==> src/common/irq_macros.svh <==
/*
 * Interrupt and sleep unit constants
 * Line count, implemented-line mask, wait encodings,
 * sleep settle delay and OBI counter width
 */
`ifndef IRQ_MACROS_SVH
`define IRQ_MACROS_SVH

// Number of interrupt lines into MIP
`define IRQ_NUM 32

// Implemented lines
// 31..16 platform, 11 external, 7 timer, 3 software
`define IRQ_VALID_MASK 32'hFFFF_0888

// Wait instruction encodings as seen in writeback
`define WFI_INSTR 32'h1050_0073
`define WFE_INSTR 32'h8C00_0073

// Extra cycles a qualified wait sits in writeback before sleep
`define SLEEP_DELAY 2

// Width of each outstanding-transaction counter
`define OBI_CNT_W 4

`endif

==> src/common/irq_pkg.sv <==
/*
 * Interrupt and sleep unit types
 * Privilege, MPU result, CSR select, writeback opcode class,
 * sleep FSM state and interrupt number
 */
`default_nettype none

package irq_pkg;

  // Privilege level as driven by the core
  typedef enum logic [1:0] {
    PRIV_LVL_U = 2'b00,
    PRIV_LVL_M = 2'b11
  } priv_lvl_e;

  // MPU verdict for the instruction in writeback
  typedef enum logic [1:0] {
    MPU_OK       = 2'b00,
    MPU_RE_FAULT = 2'b01,
    MPU_WR_FAULT = 2'b10
  } mpu_status_e;

  // CSRs owned by this unit
  typedef enum logic [1:0] {
    CSR_MSTATUS = 2'b00,
    CSR_MIE     = 2'b01,
    CSR_MIP     = 2'b10
  } csr_addr_e;

  // Writeback opcode class, only the wait instructions matter here
  typedef enum logic [1:0] {
    INSTR_OTHER = 2'b00,
    INSTR_WFI   = 2'b01,
    INSTR_WFE   = 2'b10
  } instr_kind_e;

  // Sleep FSM
  typedef enum logic [1:0] {
    SLEEP_AWAKE  = 2'b00,
    SLEEP_SETTLE = 2'b01,
    SLEEP_ASLEEP = 2'b10
  } sleep_state_e;

  // Interrupt number, 0 to 31
  typedef logic [4:0] irq_id_t;

endpackage

`default_nettype wire

==> src/hdl/irq_sleep_top.sv <==
/*
 * Machine-mode interrupt and sleep unit
 * CSR block, priority arbiter, per-side OBI counters
 * and the WFI/WFE sleep controller
 */
`timescale 1ns/100ps
`default_nettype none

`include "irq_macros.svh"

module irq_sleep_top (
  input  wire                  clk_i,
  input  wire                  rst_ni,
  // Interrupt lines and core handshake
  input  wire [`IRQ_NUM-1:0]   irq_i,
  input  wire                  irq_ready_i,
  output logic                 irq_valid_o,
  output irq_pkg::irq_id_t     irq_id_o,
  output logic                 irq_ack_o,
  // CSR access
  input  wire                  csr_we_i,
  input  irq_pkg::csr_addr_e   csr_addr_i,
  input  wire [31:0]           csr_wdata_i,
  output logic [31:0]          csr_rdata_o,
  input  wire                  mret_i,
  input  irq_pkg::priv_lvl_e   priv_lvl_i,
  input  wire                  mstatus_tw_i,
  // Writeback stage
  input  wire                  wb_valid_i,
  input  wire [31:0]           wb_instr_i,
  input  wire                  wb_err_i,
  input  irq_pkg::mpu_status_e wb_mpu_status_i,
  input  wire                  wb_kill_i,
  // Debug
  input  wire                  debug_mode_i,
  input  wire                  debug_req_i,
  input  wire                  dcsr_step_i,
  // OBI instruction and data sides
  input  wire                  iside_req_i,
  input  wire                  iside_gnt_i,
  input  wire                  iside_rvalid_i,
  input  wire                  dside_req_i,
  input  wire                  dside_gnt_i,
  input  wire                  dside_rvalid_i,
  input  wire                  wbuf_empty_i,
  output logic                 core_sleep_o
);

  logic [31:0] mip;
  logic [31:0] mie;
  logic        mstatus_mie;
  logic        trap;
  logic        irq_pending;
  logic        iside_busy;
  logic        dside_busy;

  // --------------------------------------------------
  // Interrupt path
  // --------------------------------------------------
  irq_csr u_csr (
    .clk_i         (clk_i),
    .rst_ni        (rst_ni),
    .irq_i         (irq_i),
    .csr_we_i      (csr_we_i),
    .csr_addr_i    (csr_addr_i),
    .csr_wdata_i   (csr_wdata_i),
    .trap_i        (trap),
    .mret_i        (mret_i),
    .csr_rdata_o   (csr_rdata_o),
    .mip_o         (mip),
    .mie_o         (mie),
    .mstatus_mie_o (mstatus_mie)
  );

  irq_arbiter u_arbiter (
    .mip_i         (mip),
    .mie_i         (mie),
    .mstatus_mie_i (mstatus_mie),
    .priv_lvl_i    (priv_lvl_i),
    .irq_ready_i   (irq_ready_i),
    .irq_valid_o   (irq_valid_o),
    .irq_id_o      (irq_id_o),
    .irq_ack_o     (irq_ack_o),
    .trap_o        (trap),
    .irq_pending_o (irq_pending)
  );

  // --------------------------------------------------
  // Bus activity and sleep
  // --------------------------------------------------
  obi_outstanding_counter #(
    .CNT_W (`OBI_CNT_W)
  ) u_iside_cnt (
    .clk_i    (clk_i),
    .rst_ni   (rst_ni),
    .req_i    (iside_req_i),
    .gnt_i    (iside_gnt_i),
    .rvalid_i (iside_rvalid_i),
    .busy_o   (iside_busy)
  );

  obi_outstanding_counter #(
    .CNT_W (`OBI_CNT_W)
  ) u_dside_cnt (
    .clk_i    (clk_i),
    .rst_ni   (rst_ni),
    .req_i    (dside_req_i),
    .gnt_i    (dside_gnt_i),
    .rvalid_i (dside_rvalid_i),
    .busy_o   (dside_busy)
  );

  // Any pending-and-enabled line wakes, whatever the global enable
  wfi_sleep_ctrl u_sleep (
    .clk_i           (clk_i),
    .rst_ni          (rst_ni),
    .wb_valid_i      (wb_valid_i),
    .wb_instr_i      (wb_instr_i),
    .wb_err_i        (wb_err_i),
    .wb_mpu_status_i (wb_mpu_status_i),
    .wb_kill_i       (wb_kill_i),
    .debug_mode_i    (debug_mode_i),
    .debug_req_i     (debug_req_i),
    .dcsr_step_i     (dcsr_step_i),
    .priv_lvl_i      (priv_lvl_i),
    .mstatus_tw_i    (mstatus_tw_i),
    .irq_wake_i      (irq_pending),
    .iside_busy_i    (iside_busy),
    .dside_busy_i    (dside_busy),
    .wbuf_empty_i    (wbuf_empty_i),
    .core_sleep_o    (core_sleep_o)
  );

endmodule

`default_nettype wire

==> src/hdl/obi_outstanding_counter.sv <==
/*
 * OBI outstanding transaction counter
 * Tracks granted requests not yet answered on one bus side
 */
`timescale 1ns/100ps
`default_nettype none

module obi_outstanding_counter #(
  parameter int unsigned CNT_W = 4
) (
  input  wire  clk_i,
  input  wire  rst_ni,
  input  wire  req_i,
  input  wire  gnt_i,
  input  wire  rvalid_i,
  output logic busy_o
);

  logic [CNT_W-1:0] cnt_q;
  logic             issue;
  logic             nonzero_q;

  assign issue = req_i && gnt_i;

  // Issue and response in one cycle cancel out
  always_ff @(posedge clk_i or negedge rst_ni) begin
    if (!rst_ni) begin
      cnt_q     <= '0;
      nonzero_q <= 1'b0;
    end else begin
      if (issue && !rvalid_i) begin
        cnt_q <= cnt_q + 1'b1;
      end else if (!issue && rvalid_i) begin
        cnt_q <= cnt_q - 1'b1;
      end
      nonzero_q <= |cnt_q;
    end
  end

  // Busy stretches one cycle past the drain
  assign busy_o = (|cnt_q) || nonzero_q;

endmodule

`default_nettype wire

==> src/irq/irq_arbiter.sv <==
/*
 * Fixed-priority interrupt arbiter
 * Picks the winning pending-and-enabled line, gates it by
 * privilege and global enable, and runs the valid/ready offer
 */
`timescale 1ns/100ps
`default_nettype none

`include "irq_macros.svh"

module irq_arbiter (
  input  wire [`IRQ_NUM-1:0] mip_i,
  input  wire [`IRQ_NUM-1:0] mie_i,
  input  wire                mstatus_mie_i,
  input  irq_pkg::priv_lvl_e priv_lvl_i,
  input  wire                irq_ready_i,
  output logic               irq_valid_o,
  output irq_pkg::irq_id_t   irq_id_o,
  output logic               irq_ack_o,
  output logic               trap_o,
  output logic               irq_pending_o
);

  import irq_pkg::*;

  logic [`IRQ_NUM-1:0] pend_en;
  logic                eligible;

  assign pend_en       = mip_i & mie_i;
  assign irq_pending_o = |pend_en;

  // --------------------------------------------------
  // Priority select
  // --------------------------------------------------

  // Order is 31 down to 16, then 11, 3, 7
  // Upper loop runs upward so the highest set line is kept
  always_comb begin
    irq_id_o = '0;
    if (|pend_en[31:16]) begin
      for (int i = 16; i < 32; i++) begin
        if (pend_en[i]) begin
          irq_id_o = irq_id_t'(i);
        end
      end
    end else if (pend_en[11]) begin
      irq_id_o = irq_id_t'(11);
    end else if (pend_en[3]) begin
      irq_id_o = irq_id_t'(3);
    end else if (pend_en[7]) begin
      irq_id_o = irq_id_t'(7);
    end
  end

  // --------------------------------------------------
  // Gating and handshake
  // --------------------------------------------------

  // M-mode needs the global enable, U-mode is always interruptible
  assign eligible = (priv_lvl_i == PRIV_LVL_U) || mstatus_mie_i;

  // Offer follows the live winner until the core takes it
  assign irq_valid_o = irq_pending_o && eligible;

  // Take happens in the valid and ready cycle
  assign irq_ack_o = irq_valid_o && irq_ready_i;
  // Same cycle strobe into the CSR block for trap entry
  assign trap_o    = irq_ack_o;

endmodule

`default_nettype wire

==> src/irq/irq_csr.sv <==
/*
 * Interrupt CSR block
 * Holds MIP, MIE and the MSTATUS enable bits, serves CSR
 * reads and writes, and updates MSTATUS on trap entry and mret
 */
`timescale 1ns/100ps
`default_nettype none

`include "irq_macros.svh"

module irq_csr (
  input  wire                   clk_i,
  input  wire                   rst_ni,
  input  wire [`IRQ_NUM-1:0]    irq_i,
  input  wire                   csr_we_i,
  input  irq_pkg::csr_addr_e    csr_addr_i,
  input  wire [31:0]            csr_wdata_i,
  input  wire                   trap_i,
  input  wire                   mret_i,
  output logic [31:0]           csr_rdata_o,
  output logic [31:0]           mip_o,
  output logic [31:0]           mie_o,
  output logic                  mstatus_mie_o
);

  import irq_pkg::*;

  // MSTATUS bit positions
  localparam int unsigned MSTATUS_MIE_BIT  = 3;
  localparam int unsigned MSTATUS_MPIE_BIT = 7;

  logic [31:0] mip_q;
  logic [31:0] mie_q;
  logic        mstatus_mie_q;
  logic        mstatus_mpie_q;

  // --------------------------------------------------
  // Pending and enable words
  // --------------------------------------------------

  // MIP is a flopped copy of the lines, reserved bits forced low
  // MIP is read-only, writes to it are dropped
  always_ff @(posedge clk_i or negedge rst_ni) begin
    if (!rst_ni) begin
      mip_q <= '0;
      mie_q <= '0;
    end else begin
      mip_q <= irq_i & `IRQ_VALID_MASK;
      if (csr_we_i && (csr_addr_i == CSR_MIE)) begin
        mie_q <= csr_wdata_i & `IRQ_VALID_MASK;
      end
    end
  end

  // --------------------------------------------------
  // MSTATUS enable and saved enable
  // --------------------------------------------------

  // Trap entry wins over mret and over a software write
  always_ff @(posedge clk_i or negedge rst_ni) begin
    if (!rst_ni) begin
      mstatus_mie_q  <= 1'b0;
      mstatus_mpie_q <= 1'b0;
    end else if (trap_i) begin
      mstatus_mpie_q <= mstatus_mie_q;
      mstatus_mie_q  <= 1'b0;
    end else if (mret_i) begin
      // Saved bit goes back to set, as on any mret
      mstatus_mie_q  <= mstatus_mpie_q;
      mstatus_mpie_q <= 1'b1;
    end else if (csr_we_i && (csr_addr_i == CSR_MSTATUS)) begin
      mstatus_mie_q  <= csr_wdata_i[MSTATUS_MIE_BIT];
      mstatus_mpie_q <= csr_wdata_i[MSTATUS_MPIE_BIT];
    end
  end

  // Read mux
  // Unmapped select reads zero
  always_comb begin
    csr_rdata_o = '0;
    case (csr_addr_i)
      CSR_MSTATUS: begin
        csr_rdata_o[MSTATUS_MIE_BIT]  = mstatus_mie_q;
        csr_rdata_o[MSTATUS_MPIE_BIT] = mstatus_mpie_q;
      end
      CSR_MIE: csr_rdata_o = mie_q;
      CSR_MIP: csr_rdata_o = mip_q;
      default: csr_rdata_o = '0;
    endcase
  end

  assign mip_o         = mip_q;
  assign mie_o         = mie_q;
  assign mstatus_mie_o = mstatus_mie_q;

endmodule

`default_nettype wire

==> src/sleep/wfi_sleep_ctrl.sv <==
/*
 * WFI/WFE sleep controller
 * Qualifies a wait instruction in writeback, lets it settle for
 * SLEEP_DELAY cycles with the buses idle, then raises core sleep
 */
`timescale 1ns/100ps
`default_nettype none

`include "irq_macros.svh"

module wfi_sleep_ctrl (
  input  wire                   clk_i,
  input  wire                   rst_ni,
  input  wire                   wb_valid_i,
  input  wire [31:0]            wb_instr_i,
  input  wire                   wb_err_i,
  input  irq_pkg::mpu_status_e  wb_mpu_status_i,
  input  wire                   wb_kill_i,
  input  wire                   debug_mode_i,
  input  wire                   debug_req_i,
  input  wire                   dcsr_step_i,
  input  irq_pkg::priv_lvl_e    priv_lvl_i,
  input  wire                   mstatus_tw_i,
  input  wire                   irq_wake_i,
  input  wire                   iside_busy_i,
  input  wire                   dside_busy_i,
  input  wire                   wbuf_empty_i,
  output logic                  core_sleep_o
);

  import irq_pkg::*;

  localparam int unsigned SETTLE_W = $clog2(`SLEEP_DELAY + 1);

  instr_kind_e         wb_kind;
  logic                qualified;
  logic                wake;
  logic                block;
  logic                hold;
  sleep_state_e        state_q, state_d;
  logic [SETTLE_W-1:0] settle_q, settle_d;
  logic                core_sleep_q;

  // --------------------------------------------------
  // Writeback decode and qualification
  // --------------------------------------------------
  always_comb begin
    case (wb_instr_i)
      `WFI_INSTR: wb_kind = INSTR_WFI;
      `WFE_INSTR: wb_kind = INSTR_WFE;
      default:    wb_kind = INSTR_OTHER;
    endcase
  end

  // U-mode with TW set must trap instead of waiting
  assign qualified = wb_valid_i && (wb_kind != INSTR_OTHER) && !wb_err_i &&
                     (wb_mpu_status_i == MPU_OK) && !wb_kill_i && !debug_mode_i &&
                     !dcsr_step_i && !((priv_lvl_i == PRIV_LVL_U) && mstatus_tw_i);

  assign wake  = irq_wake_i || debug_req_i;
  // Any bus still busy or buffered write pending keeps the core up
  assign block = iside_busy_i || dside_busy_i || !wbuf_empty_i;
  assign hold  = qualified && !wake && !block;

  // --------------------------------------------------
  // Sleep FSM
  // --------------------------------------------------

  // First hold cycle loads the counter with 1
  // sleep is reached at the end of hold cycle SLEEP_DELAY+1
  always_comb begin
    state_d  = state_q;
    settle_d = settle_q;
    case (state_q)
      SLEEP_AWAKE: begin
        if (hold) begin
          state_d  = SLEEP_SETTLE;
          settle_d = SETTLE_W'(1);
        end
      end
      SLEEP_SETTLE: begin
        if (!hold) begin
          state_d  = SLEEP_AWAKE;
          settle_d = '0;
        end else if (settle_q == SETTLE_W'(`SLEEP_DELAY)) begin
          state_d  = SLEEP_ASLEEP;
          settle_d = '0;
        end else begin
          settle_d = settle_q + 1'b1;
        end
      end
      SLEEP_ASLEEP: begin
        // Wake, block or instruction gone all end sleep
        if (!hold) begin
          state_d = SLEEP_AWAKE;
        end
      end
      default: begin
        state_d  = SLEEP_AWAKE;
        settle_d = '0;
      end
    endcase
  end

  always_ff @(posedge clk_i or negedge rst_ni) begin
    if (!rst_ni) begin
      state_q      <= SLEEP_AWAKE;
      settle_q     <= '0;
      core_sleep_q <= 1'b0;
    end else begin
      state_q      <= state_d;
      settle_q     <= settle_d;
      core_sleep_q <= (state_d == SLEEP_ASLEEP);
    end
  end

  assign core_sleep_o = core_sleep_q;

endmodule

`default_nettype wire

==> config.mk <==
export PLATFORM = sky130hd
export DESIGN_NAME = irq_sleep_top
export DESIGN_NICKNAME = d
export VERILOG_FILES = /design/src/common/irq_pkg.sv /design/src/hdl/irq_sleep_top.sv /design/src/hdl/obi_outstanding_counter.sv /design/src/irq/irq_arbiter.sv /design/src/irq/irq_csr.sv /design/src/sleep/wfi_sleep_ctrl.sv
export VERILOG_INCLUDE_DIRS = /design/src /design/src/common
export SDC_FILE = /design/constraint.sdc
export NUM_CORES = 1
export LEC_CHECK = 0
export ABC_AREA = 1
export BUFFER_PORTS_ARGS = -buffer_cell sky130_fd_sc_hd__buf_2
export CAP_MARGIN = 10
export CORE_ASPECT_RATIO = 1.2
export CORE_UTILIZATION = 30
export CTS_CLUSTER_DIAMETER = 50
export DETAILED_ROUTE_END_ITERATION = 8
export PLACE_DENSITY_LB_ADDON = 0.25
export SLEW_MARGIN = 40
export SYNTH_ARGS = -nofsm -noshare
export SYNTH_HDL_FRONTEND = slang
export SYNTH_SLANG_ARGS = --single-unit
==> constraint.sdc <==
create_clock -name clk_i -period 4.6 [get_ports clk_i]
set_input_delay 0.92 -clock clk_i [delete_from_list [all_inputs] [get_ports clk_i]]
set_output_delay 0.92 -clock clk_i [all_outputs]
set_load 0.05 [all_outputs]
==> summary.md <==
| Metric | Value |
|---|---|
| Clock buffers created by TritonCTS | 5 |
| Worst-margin pin slew | 0.776 ns |
| Number of flip-flops and latches in the synthesized netlist | 55 |
| PwrDens | 382 mW/mm^2 |
| Number of global-route vias before repair | between 2k and 3k |
| Minimum setup slack among reg-to-reg paths | 3.05 ns |
| Per-cell via count in the routed design | 4.56 |
| Startpoint Class | input pin |
| WL final | 7.63 mm |
| Reported max-cap violation count | 0 |
| Antenna Cells | 0 |
| Share of the cycle needed by the critical path after routing | 0.736 |
| Total of warnings raised by yosys | 0 |
| Effective utilization at floorplan | 0.307 |
| Overall die area | roughly 0.011 sq mm |
| Post-route ant nets | 0 |
| Startpoint of the most critical hold path | u_sleep.state_q[1] |
| Pin count of the biggest net entering global routing | 56 |
| Clock root buffer master | sky130_fd_sc_hd__clkbuf_16 |
| Final Hold Fails | 0 |
| Final HPWL from detailed placement | about 6 mm |
| Area of the core region | 0.0105 sq mm |
| Final critical path time including I/O delays and setup | 3.39 ns |
| Total negative setup slack | 0 ns |
| Post-synth design cell area | 0.00321 sq mm |
| Clock tree from TritonCTS | done |
| Status | completed |
| Placed cells | 632 |
| Gate count after technology mapping | 388 |
| Asr flop ratio synth | 1.00 |
| Share of post-route cells with drive strength above 1 | 0.337 |
| Cts repair resizes | 0 |
| Critical path class | in -> out |
| Number of DRC violations after detailed routing | 0 |
| Flip-flop cell with the highest count after synthesis | sky130_fd_sc_hd__dfrtp_1 |
| Total grt overflow | 0 |
| Upper clock frequency limit | a little under 300 MHz |
| Worst setup EP type | output port |
| Setup repair bufs after CTS | 0 |
| Buffer depth of the longest clock path | 2 |
| Worst-case clock skew | 0.00515 ns |
| Total number of placement rows | 41 |
| First drt pass iteration count | 4 |
| Hold depth | 1 |
| Critical R2R Launch | u_csr.mie_o[29] |
| Clock transition at the registers of the reported paths | 0.07 ns |
| Antenna violations before repair | 0 |
| Worst IR Drop VDD | 0.000151 V |
| Unrepaired setup endpoints after global routing | false |
| Largest fanout on the critical path | 17 |
| Clock insertion delay at the later pin of the skew report | 0.30 ns |
| Total power | 1.55 mW |
| Finished Core Util | 0.388 |
| Die extent in y | 115 microns |
| Number of ports placed on the die boundary | 161 |
| Worst-case hold path end point | u_sleep.state_q[0] |
| Number of I/O port buffers | between 100 and 150 |
| Leakage dissipation | 2.09 nW |
| Count of flip-flops with a built-in enable after synthesis | 0 |
| Routability-driven placement congestion ratio | 0.757 |
| Hold bufs inserted after CTS | 0 |
| # nets final | approximately 640 |
| Sequential fraction of the synthesis area | 0.429 |
| Crit path required time | 3.68 ns |
| Die W | 96.4 microns |
| Min-Delay Path Class | reg -> reg |
| Wire length per cell after detailed routing | 11.9 microns |
| Number of clock sinks | 55 |
| GRT Util Overall | 0.142 |
| P&R area growth vs syn | 26.6% |
| Count of fill cells added during filler insertion | 1139 |
| Number of violations reported at the end of detailed-routing iteration 0 | 67 |
| Number of different library cells in the post-synthesis netlist | 38 |
| Slew margin rel. | 0.483 |
| H-tree depth | 2 |
| Path depth of the worst reg2reg path | 12 |
| Routed vias | 2916 |
| Endpoints failing setup | 0 |
| Crit path DAT | 2.47 ns |
| First-pass GRT wire length | 12.1 mm |
| Max-slew violations | 0 |
| Fin cells | 640 |
| Worst reg2reg path endpoint | u_csr.mstatus_mie_o |
| Post-synthesis average cell area | 8.27 sq um |
-- kinds of logic (layout without fill, tap and decap cells) --
group | count (synthesis) | in the layout | share of synthesized area
and+or+nand+nor | 198 | 198 | 0.285
other | 1 | 13 | 0.00117
AOI/OAI and AO/OA | 41 | 41 | 0.0702
muxes | 18 | 18 | 0.0632
DFF | 55 | 55 | 0.429
adders and majority gates | 12 | 12 | 0.0515
buffers and inverters | 57 | 168 | 0.0831
xor gates and xnor gates | 6 | 6 | 0.0164
-- stage by stage --
stage / setup WS [ns] / cell area, sq um / hold WS (ns)
2_1_floorplan: 1.13 / 3250 / 0.421
3_3_place_gp: 1.24 / 3910 / 0.427
3_5_place_dp: 1.22 / 3910 / 0.443
4_1_cts: 1.21 / 4060 / 0.451
5_1_grt: 1.06 / 4060 / 0.456
6_report: 1.21 / 4060 / 0.445
-- flip-flops by register name, indices dropped and copies added (netlist names), 2 cells and up --
register,flops
u_sleep.settle_q,2
u_csr.mie_o,19
u_sleep.state_q,2
u_csr.mip_o,19
u_iside_cnt.cnt_q,4
u_dside_cnt.cnt_q,4
-- worst max-delay path: stages --
cell and delay [ns]:
sky130_fd_sc_hd__buf_2 0.10, sky130_fd_sc_hd__inv_1 0.06, sky130_fd_sc_hd__ha_1 0.28, sky130_fd_sc_hd__clkinv_1 0.45, sky130_fd_sc_hd__a21oi_1 0.34, sky130_fd_sc_hd__buf_2 0.31
-- synth_stat cells (2+ instances only) --
cell                       instances  area share
sky130_fd_sc_hd__mux2_2           18       0.063
sky130_fd_sc_hd__nor2_2            3      0.0059
sky130_fd_sc_hd__a21o_1            2      0.0047
sky130_fd_sc_hd__nand2_2           5      0.0098
sky130_fd_sc_hd__dfrtp_1          55        0.43
sky130_fd_sc_hd__nor2_1           25       0.029
sky130_fd_sc_hd__buf_4            13       0.030
sky130_fd_sc_hd__clkbuf_1          5      0.0059
sky130_fd_sc_hd__inv_1            33       0.039
sky130_fd_sc_hd__nand4_1           6       0.012
sky130_fd_sc_hd__fa_1              2       0.012
sky130_fd_sc_hd__a21oi_2           2      0.0055
sky130_fd_sc_hd__ha_1             10       0.039
sky130_fd_sc_hd__xor2_1            2      0.0055
sky130_fd_sc_hd__nor2_4            2      0.0070
sky130_fd_sc_hd__xnor2_1           4       0.011
sky130_fd_sc_hd__nor3_2            2      0.0062
sky130_fd_sc_hd__nor3b_1           4      0.0094
sky130_fd_sc_hd__nand3_1          13       0.020
sky130_fd_sc_hd__inv_2             2      0.0023
sky130_fd_sc_hd__o21ai_0           8       0.012
sky130_fd_sc_hd__a21oi_1          25       0.039
sky130_fd_sc_hd__nor4_1           13       0.025
sky130_fd_sc_hd__nand3_2           2      0.0062
sky130_fd_sc_hd__nand2_1         115        0.13
sky130_fd_sc_hd__nor3_1            5      0.0078
-- routing by layer --
layer,share of wire,wire [microns],track usage
met1,0.42,3240,0.171
met2,0.51,3890,0.256
met3,0.053,407,0.0225
met4,0.013,96,0.0441
met5,0,0,0
-- where the power goes --
group | switching [mW] | total [mW] | leakage (nW) | internal [mW]
logic | 0.325 | 0.520 | 1.37 | 0.195
registers | 0.0736 | 0.644 | 0.644 | 0.571
clock network | 0.181 | 0.385 | 0.0742 | 0.204
-- worst max path at each step --
stage | slack [ns] | end | from | depth (start not counted)
3_5_place_dp | 1.22 | csr_rdata_o[26] | csr_addr_i[0] | 6
6_report | 1.21 | csr_rdata_o[26] | csr_addr_i[0] | 6
4_1_cts | 1.21 | csr_rdata_o[26] | csr_addr_i[0] | 6
2_1_floorplan | 1.13 | csr_rdata_o[17] | csr_addr_i[1] | 6
3_3_place_gp | 1.24 | csr_rdata_o[18] | csr_addr_i[0] | 6
5_1_grt | 1.06 | csr_rdata_o[17] | csr_addr_i[0] | 6
-- placed cells by master, fill, tap and decap left out, drive strengths merged, types with 10 or more instances in the layout --
cell type | netlist | final
dfrtp | 55 | 55
nand2 | 121 | 121
mux2 | 18 | 18
nand3 | 15 | 15
inv | 36 | 37
nor4 | 13 | 13
conb | 1 | 13
o21ai | 10 | 10
nor2 | 30 | 30
ha | 10 | 10
buf | 15 | 123
a21oi | 27 | 27
-- layout make-up --
| type | instances | area [sq um] | area share |
|---|---|---|---|
| multi-input cells | 288 | 1610 | 0.397 |
| flip-flops and latches | 55 | 1380 | 0.339 |
| repair buffers | 123 | 621 | 0.153 |
| well taps | 129 | 161 | 0.0398 |
| inverters | 37 | 141 | 0.0348 |
| clock buffers | 5 | 125 | 0.0308 |
| clock inverters | 3 | 22.5 | 0.00555 |
(Power assumes the default switching activity.)
